<file path="src/board_pkg.sv">
// board control package: shared key/input structs, scan codes and sizing constants
package board_pkg;

    // joystick word width and layout (three-button arcade panel)
    localparam int JOY_W = 10;
    typedef enum logic [3:0] {
        JOY_RIGHT = 4'd0, JOY_LEFT = 4'd1, JOY_DOWN = 4'd2, JOY_UP = 4'd3,
        JOY_BUT1 = 4'd4, JOY_BUT2 = 4'd5, JOY_BUT3 = 4'd6,
        JOY_COIN = 4'd7, JOY_START = 4'd8, JOY_PAUSE = 4'd9
    } joy_bit_e;

    // ps/2 set-2 make codes that the board understands
    typedef enum logic [7:0] {
        SC_KEY_D = 8'h23, SC_KEY_A = 8'h1C, SC_KEY_S = 8'h1B, SC_KEY_W = 8'h1D,
        SC_KEY_J = 8'h3B, SC_KEY_K = 8'h42, SC_KEY_L = 8'h4B,
        SC_KEY_5 = 8'h2E, SC_KEY_6 = 8'h36, SC_KEY_1 = 8'h16, SC_KEY_2 = 8'h1E,
        SC_KEY_P = 8'h4D, SC_KEY_9 = 8'h46, SC_KEY_F5 = 8'h03,
        SC_KEY_F1 = 8'h05, SC_KEY_F2 = 8'h06, SC_KEY_F3 = 8'h04, SC_KEY_F4 = 8'h0C,
        SC_BREAK = 8'hF0, SC_EXT = 8'hE0
    } scan_code_e;

    // held keyboard levels, active high
    typedef struct packed {
        logic [JOY_W-1:0] joy1;
        logic [1:0]       coin;
        logic [1:0]       start;
        logic             pause;
        logic             service;
        logic             reset;
        logic [3:0]       gfx;
    } key_state_t;

    // game-facing inputs, already in game polarity
    typedef struct packed {
        logic [JOY_W-1:0] joy1;
        logic [JOY_W-1:0] joy2;
        logic [1:0]       coin;
        logic [1:0]       start;
        logic             service;
    } game_in_t;

    localparam logic INPUTS_ACTIVE_LOW = 1'b1;
    localparam int   CORE_RST_LEN      = 64;
    localparam int   CORE_RST_CNT_W    = $clog2(CORE_RST_LEN + 1);
    localparam int   PS2_SYNC_LEN      = 2;
    localparam int   PS2_IDLE_LEN      = 1024;
    localparam int   PS2_IDLE_W        = $clog2(PS2_IDLE_LEN);

endpackage
</file>
<file path="src/board_ctrl_top.sv">
// board control top: keyboard, joystick merge, settings and core reset wiring
`timescale 1ns/1ps

module board_ctrl_top import board_pkg::*; (
    input  logic             clk_sys,
    input  logic             game_rst,
    input  logic             downloading,
    input  logic             rst_req,
    input  logic             dip_flip,
    input  logic             ps2_clk,
    input  logic             ps2_data,
    input  logic [JOY_W-1:0] board_joy1,
    input  logic [JOY_W-1:0] board_joy2,
    output game_in_t         game_in,
    output logic             game_pause,
    output logic [3:0]       gfx_en,
    output logic             core_rst
);

    logic [7:0] code;
    logic       code_valid;
    key_state_t keys;
    logic       joy_pause;
    logic       soft_rst;

    // ps/2 bytes
    ps2_rx u_ps2_rx (
        .clk_sys(clk_sys), .game_rst(game_rst),
        .ps2_clk(ps2_clk), .ps2_data(ps2_data),
        .code(code), .code_valid(code_valid)
    );

    // bytes to held keys
    key_decode u_key_decode (
        .clk_sys(clk_sys), .game_rst(game_rst),
        .code(code), .code_valid(code_valid), .keys(keys)
    );

    input_merge u_input_merge (
        .clk_sys(clk_sys), .game_rst(game_rst),
        .board_joy1(board_joy1), .board_joy2(board_joy2), .keys(keys),
        .game_in(game_in), .joy_pause(joy_pause)
    );

    board_config u_board_config (
        .clk_sys(clk_sys), .game_rst(game_rst), .keys(keys), .joy_pause(joy_pause),
        .game_pause(game_pause), .gfx_en(gfx_en), .soft_rst(soft_rst)
    );

    // stretched reset for the emulated core
    reset_stretch u_reset_stretch (
        .clk_sys(clk_sys), .game_rst(game_rst), .downloading(downloading),
        .rst_req(rst_req), .dip_flip(dip_flip), .soft_rst(soft_rst),
        .core_rst(core_rst)
    );

endmodule

</file>
<file path="src/reset_stretch.sv">
// core reset stretcher: any reset cause holds core_rst for a fixed number of cycles
`timescale 1ns/1ps

module reset_stretch import board_pkg::*; (
    input  logic clk_sys,
    input  logic game_rst,
    input  logic downloading,
    input  logic rst_req,
    input  logic dip_flip,
    input  logic soft_rst,
    output logic core_rst
);

    logic                      last_dip_flip;
    logic                      trigger;
    logic [CORE_RST_CNT_W-1:0] rst_cnt;

    // board reset counts as a cause too
    assign trigger = game_rst | downloading | rst_req | soft_rst
                     | (dip_flip != last_dip_flip);

    always_ff @(posedge clk_sys) begin
        last_dip_flip <= dip_flip;
        if (trigger) begin
            // reload, hold from this edge on
            rst_cnt  <= CORE_RST_CNT_W'(CORE_RST_LEN);
            core_rst <= 1'b1;
        end else if (rst_cnt != '0) begin
            rst_cnt  <= rst_cnt - 1'b1;
            // release on the LEN-th edge after the last trigger
            core_rst <= (rst_cnt > CORE_RST_CNT_W'(1));
        end else begin
            core_rst <= 1'b0;
        end
    end

endmodule

</file>
<file path="src/board_config.sv">
// board settings: pause and graphics-layer toggles, soft reset pulse from the F5 key
`timescale 1ns/1ps

module board_config import board_pkg::*; (
    input  logic       clk_sys,
    input  logic       game_rst,
    input  key_state_t keys,
    input  logic       joy_pause,
    output logic       game_pause,
    output logic [3:0] gfx_en,
    output logic       soft_rst
);

    // previous levels for edge detection
    logic       last_pause;
    logic       last_joy_pause;
    logic       last_reset;
    logic [3:0] last_gfx;
    logic       pause_rise;
    logic [3:0] gfx_rise;

    // key or stick, either one flips pause
    assign pause_rise = (keys.pause & ~last_pause) | (joy_pause & ~last_joy_pause);
    assign gfx_rise   = keys.gfx & ~last_gfx;

    always_ff @(posedge clk_sys) begin
        if (game_rst) begin
            last_pause     <= 1'b0;
            last_joy_pause <= 1'b0;
            last_reset     <= 1'b0;
            last_gfx       <= '0;
            game_pause     <= 1'b0;
            // all layers shown after reset
            gfx_en         <= '1;
            soft_rst       <= 1'b0;
        end else begin
            last_pause     <= keys.pause;
            last_joy_pause <= joy_pause;
            last_reset     <= keys.reset;
            last_gfx       <= keys.gfx;
            // single cycle, press only
            soft_rst       <= keys.reset & ~last_reset;
            if (pause_rise) begin
                game_pause <= ~game_pause;
            end
            for (int i = 0; i < 4; i++) begin
                if (gfx_rise[i]) begin
                    gfx_en[i] <= ~gfx_en[i];
                end
            end
        end
    end

endmodule

</file>
<file path="src/input_merge.sv">
// input merge: syncs board joysticks, ORs in keyboard levels, drives game polarity
`timescale 1ns/1ps

module input_merge import board_pkg::*; (
    input  logic             clk_sys,
    input  logic             game_rst,
    input  logic [JOY_W-1:0] board_joy1,
    input  logic [JOY_W-1:0] board_joy2,
    input  key_state_t       keys,
    output game_in_t         game_in,
    output logic             joy_pause
);

    logic [JOY_W-1:0] joy1_sync;
    logic [JOY_W-1:0] joy2_sync;

    // either stick can request pause
    assign joy_pause = joy1_sync[JOY_PAUSE] | joy2_sync[JOY_PAUSE];

    // single sync stage on the board sticks
    always_ff @(posedge clk_sys) begin
        if (game_rst) begin
            joy1_sync <= '0;
            joy2_sync <= '0;
        end else begin
            joy1_sync <= board_joy1;
            joy2_sync <= board_joy2;
        end
    end

    // output register, everything flipped to game polarity
    always_ff @(posedge clk_sys) begin
        if (game_rst) begin
            game_in <= {$bits(game_in_t){INPUTS_ACTIVE_LOW}};
        end else begin
            // keyboard only drives player 1
            game_in.joy1    <= (joy1_sync | keys.joy1) ^ {JOY_W{INPUTS_ACTIVE_LOW}};
            game_in.joy2    <= joy2_sync ^ {JOY_W{INPUTS_ACTIVE_LOW}};
            // index 1 is player 2
            game_in.coin    <= ({joy2_sync[JOY_COIN], joy1_sync[JOY_COIN]} | keys.coin)
                               ^ {2{INPUTS_ACTIVE_LOW}};
            game_in.start   <= ({joy2_sync[JOY_START], joy1_sync[JOY_START]} | keys.start)
                               ^ {2{INPUTS_ACTIVE_LOW}};
            // service only exists on the keyboard
            game_in.service <= keys.service ^ INPUTS_ACTIVE_LOW;
        end
    end

endmodule

</file>
<file path="src/key_decode.sv">
// keyboard decoder: tracks break/extended prefixes and holds mapped key levels
`timescale 1ns/1ps

module key_decode import board_pkg::*; (
    input  logic       clk_sys,
    input  logic       game_rst,
    input  logic [7:0] code,
    input  logic       code_valid,
    output key_state_t keys
);

    // pending prefix
    typedef enum logic [1:0] {
        KD_IDLE,
        KD_BREAK,
        KD_EXT
    } kd_state_e;

    kd_state_e pend;
    logic      level;

    // make sets, break clears
    assign level = (pend != KD_BREAK);

    always_ff @(posedge clk_sys) begin
        if (game_rst) begin
            pend <= KD_IDLE;
            keys <= '0;
        end else if (code_valid) begin
            if (code == SC_EXT) begin
                pend <= KD_EXT;
            end else if (code == SC_BREAK) begin
                // extended release stays ignored
                pend <= (pend == KD_EXT) ? KD_EXT : KD_BREAK;
            end else begin
                pend <= KD_IDLE;
                // extended keys are not mapped
                if (pend != KD_EXT) begin
                    case (scan_code_e'(code))
                        SC_KEY_D:  keys.joy1[JOY_RIGHT] <= level;
                        SC_KEY_A:  keys.joy1[JOY_LEFT]  <= level;
                        SC_KEY_S:  keys.joy1[JOY_DOWN]  <= level;
                        SC_KEY_W:  keys.joy1[JOY_UP]    <= level;
                        SC_KEY_J:  keys.joy1[JOY_BUT1]  <= level;
                        SC_KEY_K:  keys.joy1[JOY_BUT2]  <= level;
                        SC_KEY_L:  keys.joy1[JOY_BUT3]  <= level;
                        SC_KEY_5:  keys.coin[0]         <= level;
                        SC_KEY_6:  keys.coin[1]         <= level;
                        SC_KEY_1:  keys.start[0]        <= level;
                        SC_KEY_2:  keys.start[1]        <= level;
                        SC_KEY_P:  keys.pause           <= level;
                        SC_KEY_9:  keys.service         <= level;
                        SC_KEY_F5: keys.reset           <= level;
                        SC_KEY_F1: keys.gfx[0]          <= level;
                        SC_KEY_F2: keys.gfx[1]          <= level;
                        SC_KEY_F3: keys.gfx[2]          <= level;
                        SC_KEY_F4: keys.gfx[3]          <= level;
                        // unknown code, only the prefix is consumed
                        default: ;
                    endcase
                end
            end
        end
    end

endmodule

</file>
<file path="src/ps2_rx.sv">
// ps/2 receiver that samples the keyboard lines and emits parity-checked scan-code bytes
`timescale 1ns/1ps

module ps2_rx import board_pkg::*; (
    input  logic       clk_sys,
    input  logic       game_rst,
    input  logic       ps2_clk,
    input  logic       ps2_data,
    output logic [7:0] code,
    output logic       code_valid
);

    // synchronizer chains idle high
    logic [PS2_SYNC_LEN-1:0] clk_sync;
    logic [PS2_SYNC_LEN-1:0] data_sync;
    logic                    clk_prev;
    logic                    clk_fall;
    logic                    data_s;

    // frame bits are start, 8 data, parity and stop
    // only the last ten need keeping between edges
    logic [9:0]              frame;
    logic [10:0]             next_frame;
    logic [3:0]              bit_cnt;
    logic [PS2_IDLE_W-1:0]   idle_cnt;
    logic                    frame_ok;

    assign data_s     = data_sync[PS2_SYNC_LEN-1];
    assign clk_fall   = clk_prev & ~clk_sync[PS2_SYNC_LEN-1];
    // lsb arrives first so new bits enter at the top
    assign next_frame = {data_s, frame};
    // start low, odd parity over data+parity, stop high
    assign frame_ok   = ~next_frame[0] & (^next_frame[9:1]) & next_frame[10];

    always_ff @(posedge clk_sys) begin
        if (game_rst) begin
            clk_sync   <= '1;
            data_sync  <= '1;
            clk_prev   <= 1'b1;
            bit_cnt    <= '0;
            idle_cnt   <= '0;
            code_valid <= 1'b0;
        end else begin
            clk_sync   <= {clk_sync[PS2_SYNC_LEN-2:0], ps2_clk};
            data_sync  <= {data_sync[PS2_SYNC_LEN-2:0], ps2_data};
            clk_prev   <= clk_sync[PS2_SYNC_LEN-1];
            code_valid <= 1'b0;
            if (clk_fall) begin
                idle_cnt <= '0;
                frame    <= next_frame[10:1];
                if (bit_cnt == 4'd10) begin
                    // eleventh bit completes the frame and bad ones just vanish
                    bit_cnt    <= '0;
                    code       <= next_frame[8:1];
                    code_valid <= frame_ok;
                end else begin
                    bit_cnt <= bit_cnt + 4'd1;
                end
            end else if (idle_cnt == PS2_IDLE_W'(PS2_IDLE_LEN - 1)) begin
                // line quiet too long so the partial frame is dropped
                bit_cnt <= '0;
            end else begin
                idle_cnt <= idle_cnt + 1'b1;
            end
        end
    end

endmodule

</file>
<file path="config.mk">
export PLATFORM = sky130hd
export DESIGN_NAME = board_ctrl_top
export DESIGN_NICKNAME = d
export VERILOG_FILES = /design/src/board_pkg.sv /design/src/board_ctrl_top.sv /design/src/reset_stretch.sv /design/src/board_config.sv /design/src/input_merge.sv /design/src/key_decode.sv /design/src/ps2_rx.sv
export SDC_FILE = /design/constraint.sdc
export NUM_CORES = 1
export LEC_CHECK = 0
export BUFFER_PORTS_ARGS = -buffer_cell sky130_fd_sc_hd__buf_2
export CAP_MARGIN = 40
export CORE_MARGIN = 4
export CORE_UTILIZATION = 60
export DETAILED_ROUTE_END_ITERATION = 16
export PLACE_DENSITY_LB_ADDON = 0.3
export SLEW_MARGIN = 20
export SYNTH_ARGS = -nofsm -noshare
export SYNTH_HDL_FRONTEND = slang
export SYNTH_HIERARCHICAL = 1
export SYNTH_SLANG_ARGS = --single-unit
export TNS_END_PERCENT = 20
</file>
<file path="constraint.sdc">
create_clock -name clk_sys -period 3 [get_ports clk_sys]
set_input_delay 0.15 -clock clk_sys [delete_from_list [all_inputs] [get_ports clk_sys]]
set_output_delay 0.15 -clock clk_sys [all_outputs]
set_load 0.02 [all_outputs]
</file>
==> flow_metrics.env <==
export IMPL_postCtsSetupBuffers=0
export IMPL_place_congestion=0.8090
export IMPL_hold_buffers=23
export IMPL_r2r_cells=2
export IMPL_vias=3251
export IMPL_totalWireLength_um=9486
export IMPL_worstHoldPathType="in2reg"
export IMPL_hold_viol=0
export IMPL_placed_area_mm2=0.005021
export IMPL_synth_seq_cells=125
export IMPL_clock_latency_ns=0.51
export IMPL_cap_violations=0
export IMPL_syn_area_per_cell_um2=11.23
export IMPL_peakVddDrop_uv=523.0
export IMPL_synth_area_mm2=0.004693
export IMPL_grt_overflow_total=0
export IMPL_cts_tree="yes"
export IMPL_pin_count=58
export IMPL_pwr_density_cell_mw_per_mm2=691.7
export IMPL_setup_tns_ns=0
export IMPL_setup_viol=0
export IMPL_worst_setup_path_type="in2reg"
export IMPL_cts_sinks=125
export IMPL_end_kind="flip-flop"
export IMPL_swShare=0.2090
export IMPL_synthArstFlopShare=0
export IMPL_yosysTopAreaCellShare=0.4564
export IMPL_clkTransAtPathRegs_ns=0.06
export IMPL_arrival_ns=2.14
export IMPL_fin_ws_ns=1.238
export IMPL_rsz0062_at_grt="no"
export IMPL_fin_area_mm2=0.005918
export IMPL_drc=0
export IMPL_grtUsageTotal=0.2183
export IMPL_ys_types=60
export IMPL_synth_ff_type="dfxtp_1"
export IMPL_power_internal_mw=3.238
export IMPL_maxSlewViolCount=0
export IMPL_ctsResizeCount=0
export IMPL_routed_via_density=5.269
export IMPL_row_count=31
export IMPL_die_area_mm2=0.009301
export IMPL_htreeDepth=4
export IMPL_nNetsFinal=538
export IMPL_n_antenna_cell=0
export IMPL_finalCriticalPeriod_ns=1.762
export IMPL_cp_max_fo=50
export IMPL_syn2layout_area_growth_pct=26.10
export IMPL_hold_depth=4
export IMPL_synth_edf_count=18
export IMPL_yosysTopAreaCell="dfxtp_1"
export IMPL_ys_warnings_count=6
export IMPL_required_ns=3.37
export IMPL_p_leak_nw=2.347
export IMPL_grt_pass1_vias=3202
export IMPL_seq_power_share=0.430
export IMPL_start_util=0.6335
export IMPL_status="complete, no violations"
export IMPL_max_slew_margin_rel=0.5749
export IMPL_clockBufferDepth=2
export IMPL_grt_max_degree=53
export IMPL_cts_root_buf="clkbuf_8"
export IMPL_power_total_mw=4.094
export IMPL_post_dp_hpwl_um=5439
export IMPL_synthTopCellsByArea="dfxtp_1 46%, edfxtp_1 12%, nor2b_1 5.2%"
export IMPL_yosysSeqAreaShare=0.5716
export IMPL_critPathLaunchType="input port"
export IMPL_drtIter0Drc=198
export IMPL_min_period_over_period=0.5873
export IMPL_die_w_um=96.44
export IMPL_portBuffers=57
export IMPL_drt_pass1_iter_count=4
export IMPL_syn_instance_count=418
export IMPL_grt_first_pass_wirelength_um=15210
export IMPL_place_ws_ns=1.158
export IMPL_antenna_left=0
export IMPL_worstMarginPinSlew_ns=0.6376
export IMPL_combPwrFrac=0.046
export IMPL_fin_worst_skew_ns=0.01007
export IMPL_p_clk_frac=0.523
export IMPL_routedWlPerCell_um=15.37
export IMPL_coreArea_mm2=0.007408
export IMPL_antenna_found_initial=0
export IMPL_drive_gt1_frac=0.2220
export IMPL_switchingPower_mw=0.8558
export IMPL_cts_buffers=17
export IMPL_max_freq_mhz=567.6
export IMPL_fp_dieH_um=96.44
## final timing paths
check / from / to / slack (ns)
max: game_rst / u_reset_stretch/core_rst / 1.24
min: rst_req / u_reset_stretch/rst_cnt[3] / 0.1
max reg2reg: u_reset_stretch/rst_cnt[2] / u_reset_stretch/core_rst / 1.32
min reg2reg: u_input_merge/joy2_sync[2] / u_input_merge/game_in[7] / 0.38
## cell families (layout without fill, tap and decap cells)
kind of cell	after synthesis	count (layout)	synth area share
other cells	1	3	0.0007990
fa+ha+maj	6	6	0.01600
simple gates	176	176	0.2383
flops	125	125	0.5716
xor+xnor	16	16	0.03279
mux	18	18	0.03945
compound gates	49	49	0.07251
buf+inv	27	125	0.02852
## layout make-up
| type | instances | area [um2] |
|---|---|---|
| sequential | 125 | 2683 |
| multi-input combinational | 268 | 1884 |
| fill | 430 | 1490 |
| timing repair buffer | 85 | 568.0 |
| clock buffer | 19 | 442.9 |
| clock inverter | 13 | 186.4 |
| tap | 99 | 123.9 |
| inverter | 8 | 30.03 |
## metal layers
| metal | vias up | routed length (um) | track usage |
|---|---|---|---|
| li1 | 1623 | - | - |
| met1 | 1554 | 3957 | 0.2490 |
| met2 | 59 | 5024 | 0.3879 |
| met3 | 15 | 368 | 0.06662 |
| met4 | 0 | 135 | 0.07360 |
| met5 | - | 0 | 0 |
## power groups by stage
stage               sequential (mW)  clock (mW)  combinational, mW
global route                   1.77        2.25              0.209
detailed placement             1.80           0              0.157
finish                         1.76        2.14              0.190
floorplan                      1.81           0             0.0941
CTS                            1.76        2.16              0.183
global placement               1.79           0              0.153
## worst max-delay path: stages
cell           delay (ns)
dlygate4sd3_1        0.53
buf_2                0.15
buf_12               0.18
nor4_1               0.30
nand2_1              0.24
or4_1                0.57
## flip-flops by register name, indices dropped and copies added, names as in the netlist, 2 cells and up
register                 flops
u_reset_stretch/rst_cnt      7
u_ps2_rx/bit_cnt             4
u_input_merge/joy2_sync     10
u_key_decode/keys           18
u_input_merge/joy1_sync     10
u_ps2_rx/frame              10
u_ps2_rx/clk_sync            2
u_ps2_rx/code                8
u_board_config/last_gfx      4
u_board_config/gfx_en        4
u_ps2_rx/idle_cnt           10
u_input_merge/game_in       25
u_key_decode/pend            2
u_ps2_rx/data_sync           2
## synth_stat cells, types with 7 or more instances
library cell and number:
o21ai_0 7, nor3_1 11, clkbuf_1 8, xnor2_1 13, nand3_1 9, nor2b_1 39
mux2i_1 17, o21bai_1 14, nor2_1 17, dfxtp_1 107, nand2b_1 37, edfxtp_1 18
nand2_1 18
## stage by stage
step | util | hold slack, ns | cells
final | 0.7989 | 0.09994 | 617
after global routing | 0.7989 | 0.1280 | 617
after CTS | 0.7938 | 0.08001 | 614
after detailed placement | 0.6778 | 0.2828 | 559
after global placement | 0.6778 | 0.2807 | 559
after floorplan | - | 0.1777 | 420
## cell usage in the layout (no fill, tap or decap), types with 3 or more instances in the layout
master / count
nand2_1: 18
o21ai_0: 7
dfxtp_1: 107
nor2b_1: 39
inv_1: 6
xnor2_1: 13
a211oi_1: 5
o21bai_1: 14
or2_2: 6
edfxtp_1: 18
mux2i_1: 17
buf_2: 57
o31ai_1: 4
dlygate4sd3_1: 24
clkbuf_16: 17
o21ai_1: 3
bufinv_16: 4
nor4_1: 3
nand2b_1: 37
clkinv_4: 3
nor3b_1: 3
nor3_1: 11
conb_1: 3
nor2_1: 17
nand3_1: 9
nand4_1: 5
or4_1: 4
buf_4: 3
clkinv_2: 3
ha_1: 6
a21oi_1: 6
No activity file was read; power rests on OpenSTA's default activity.
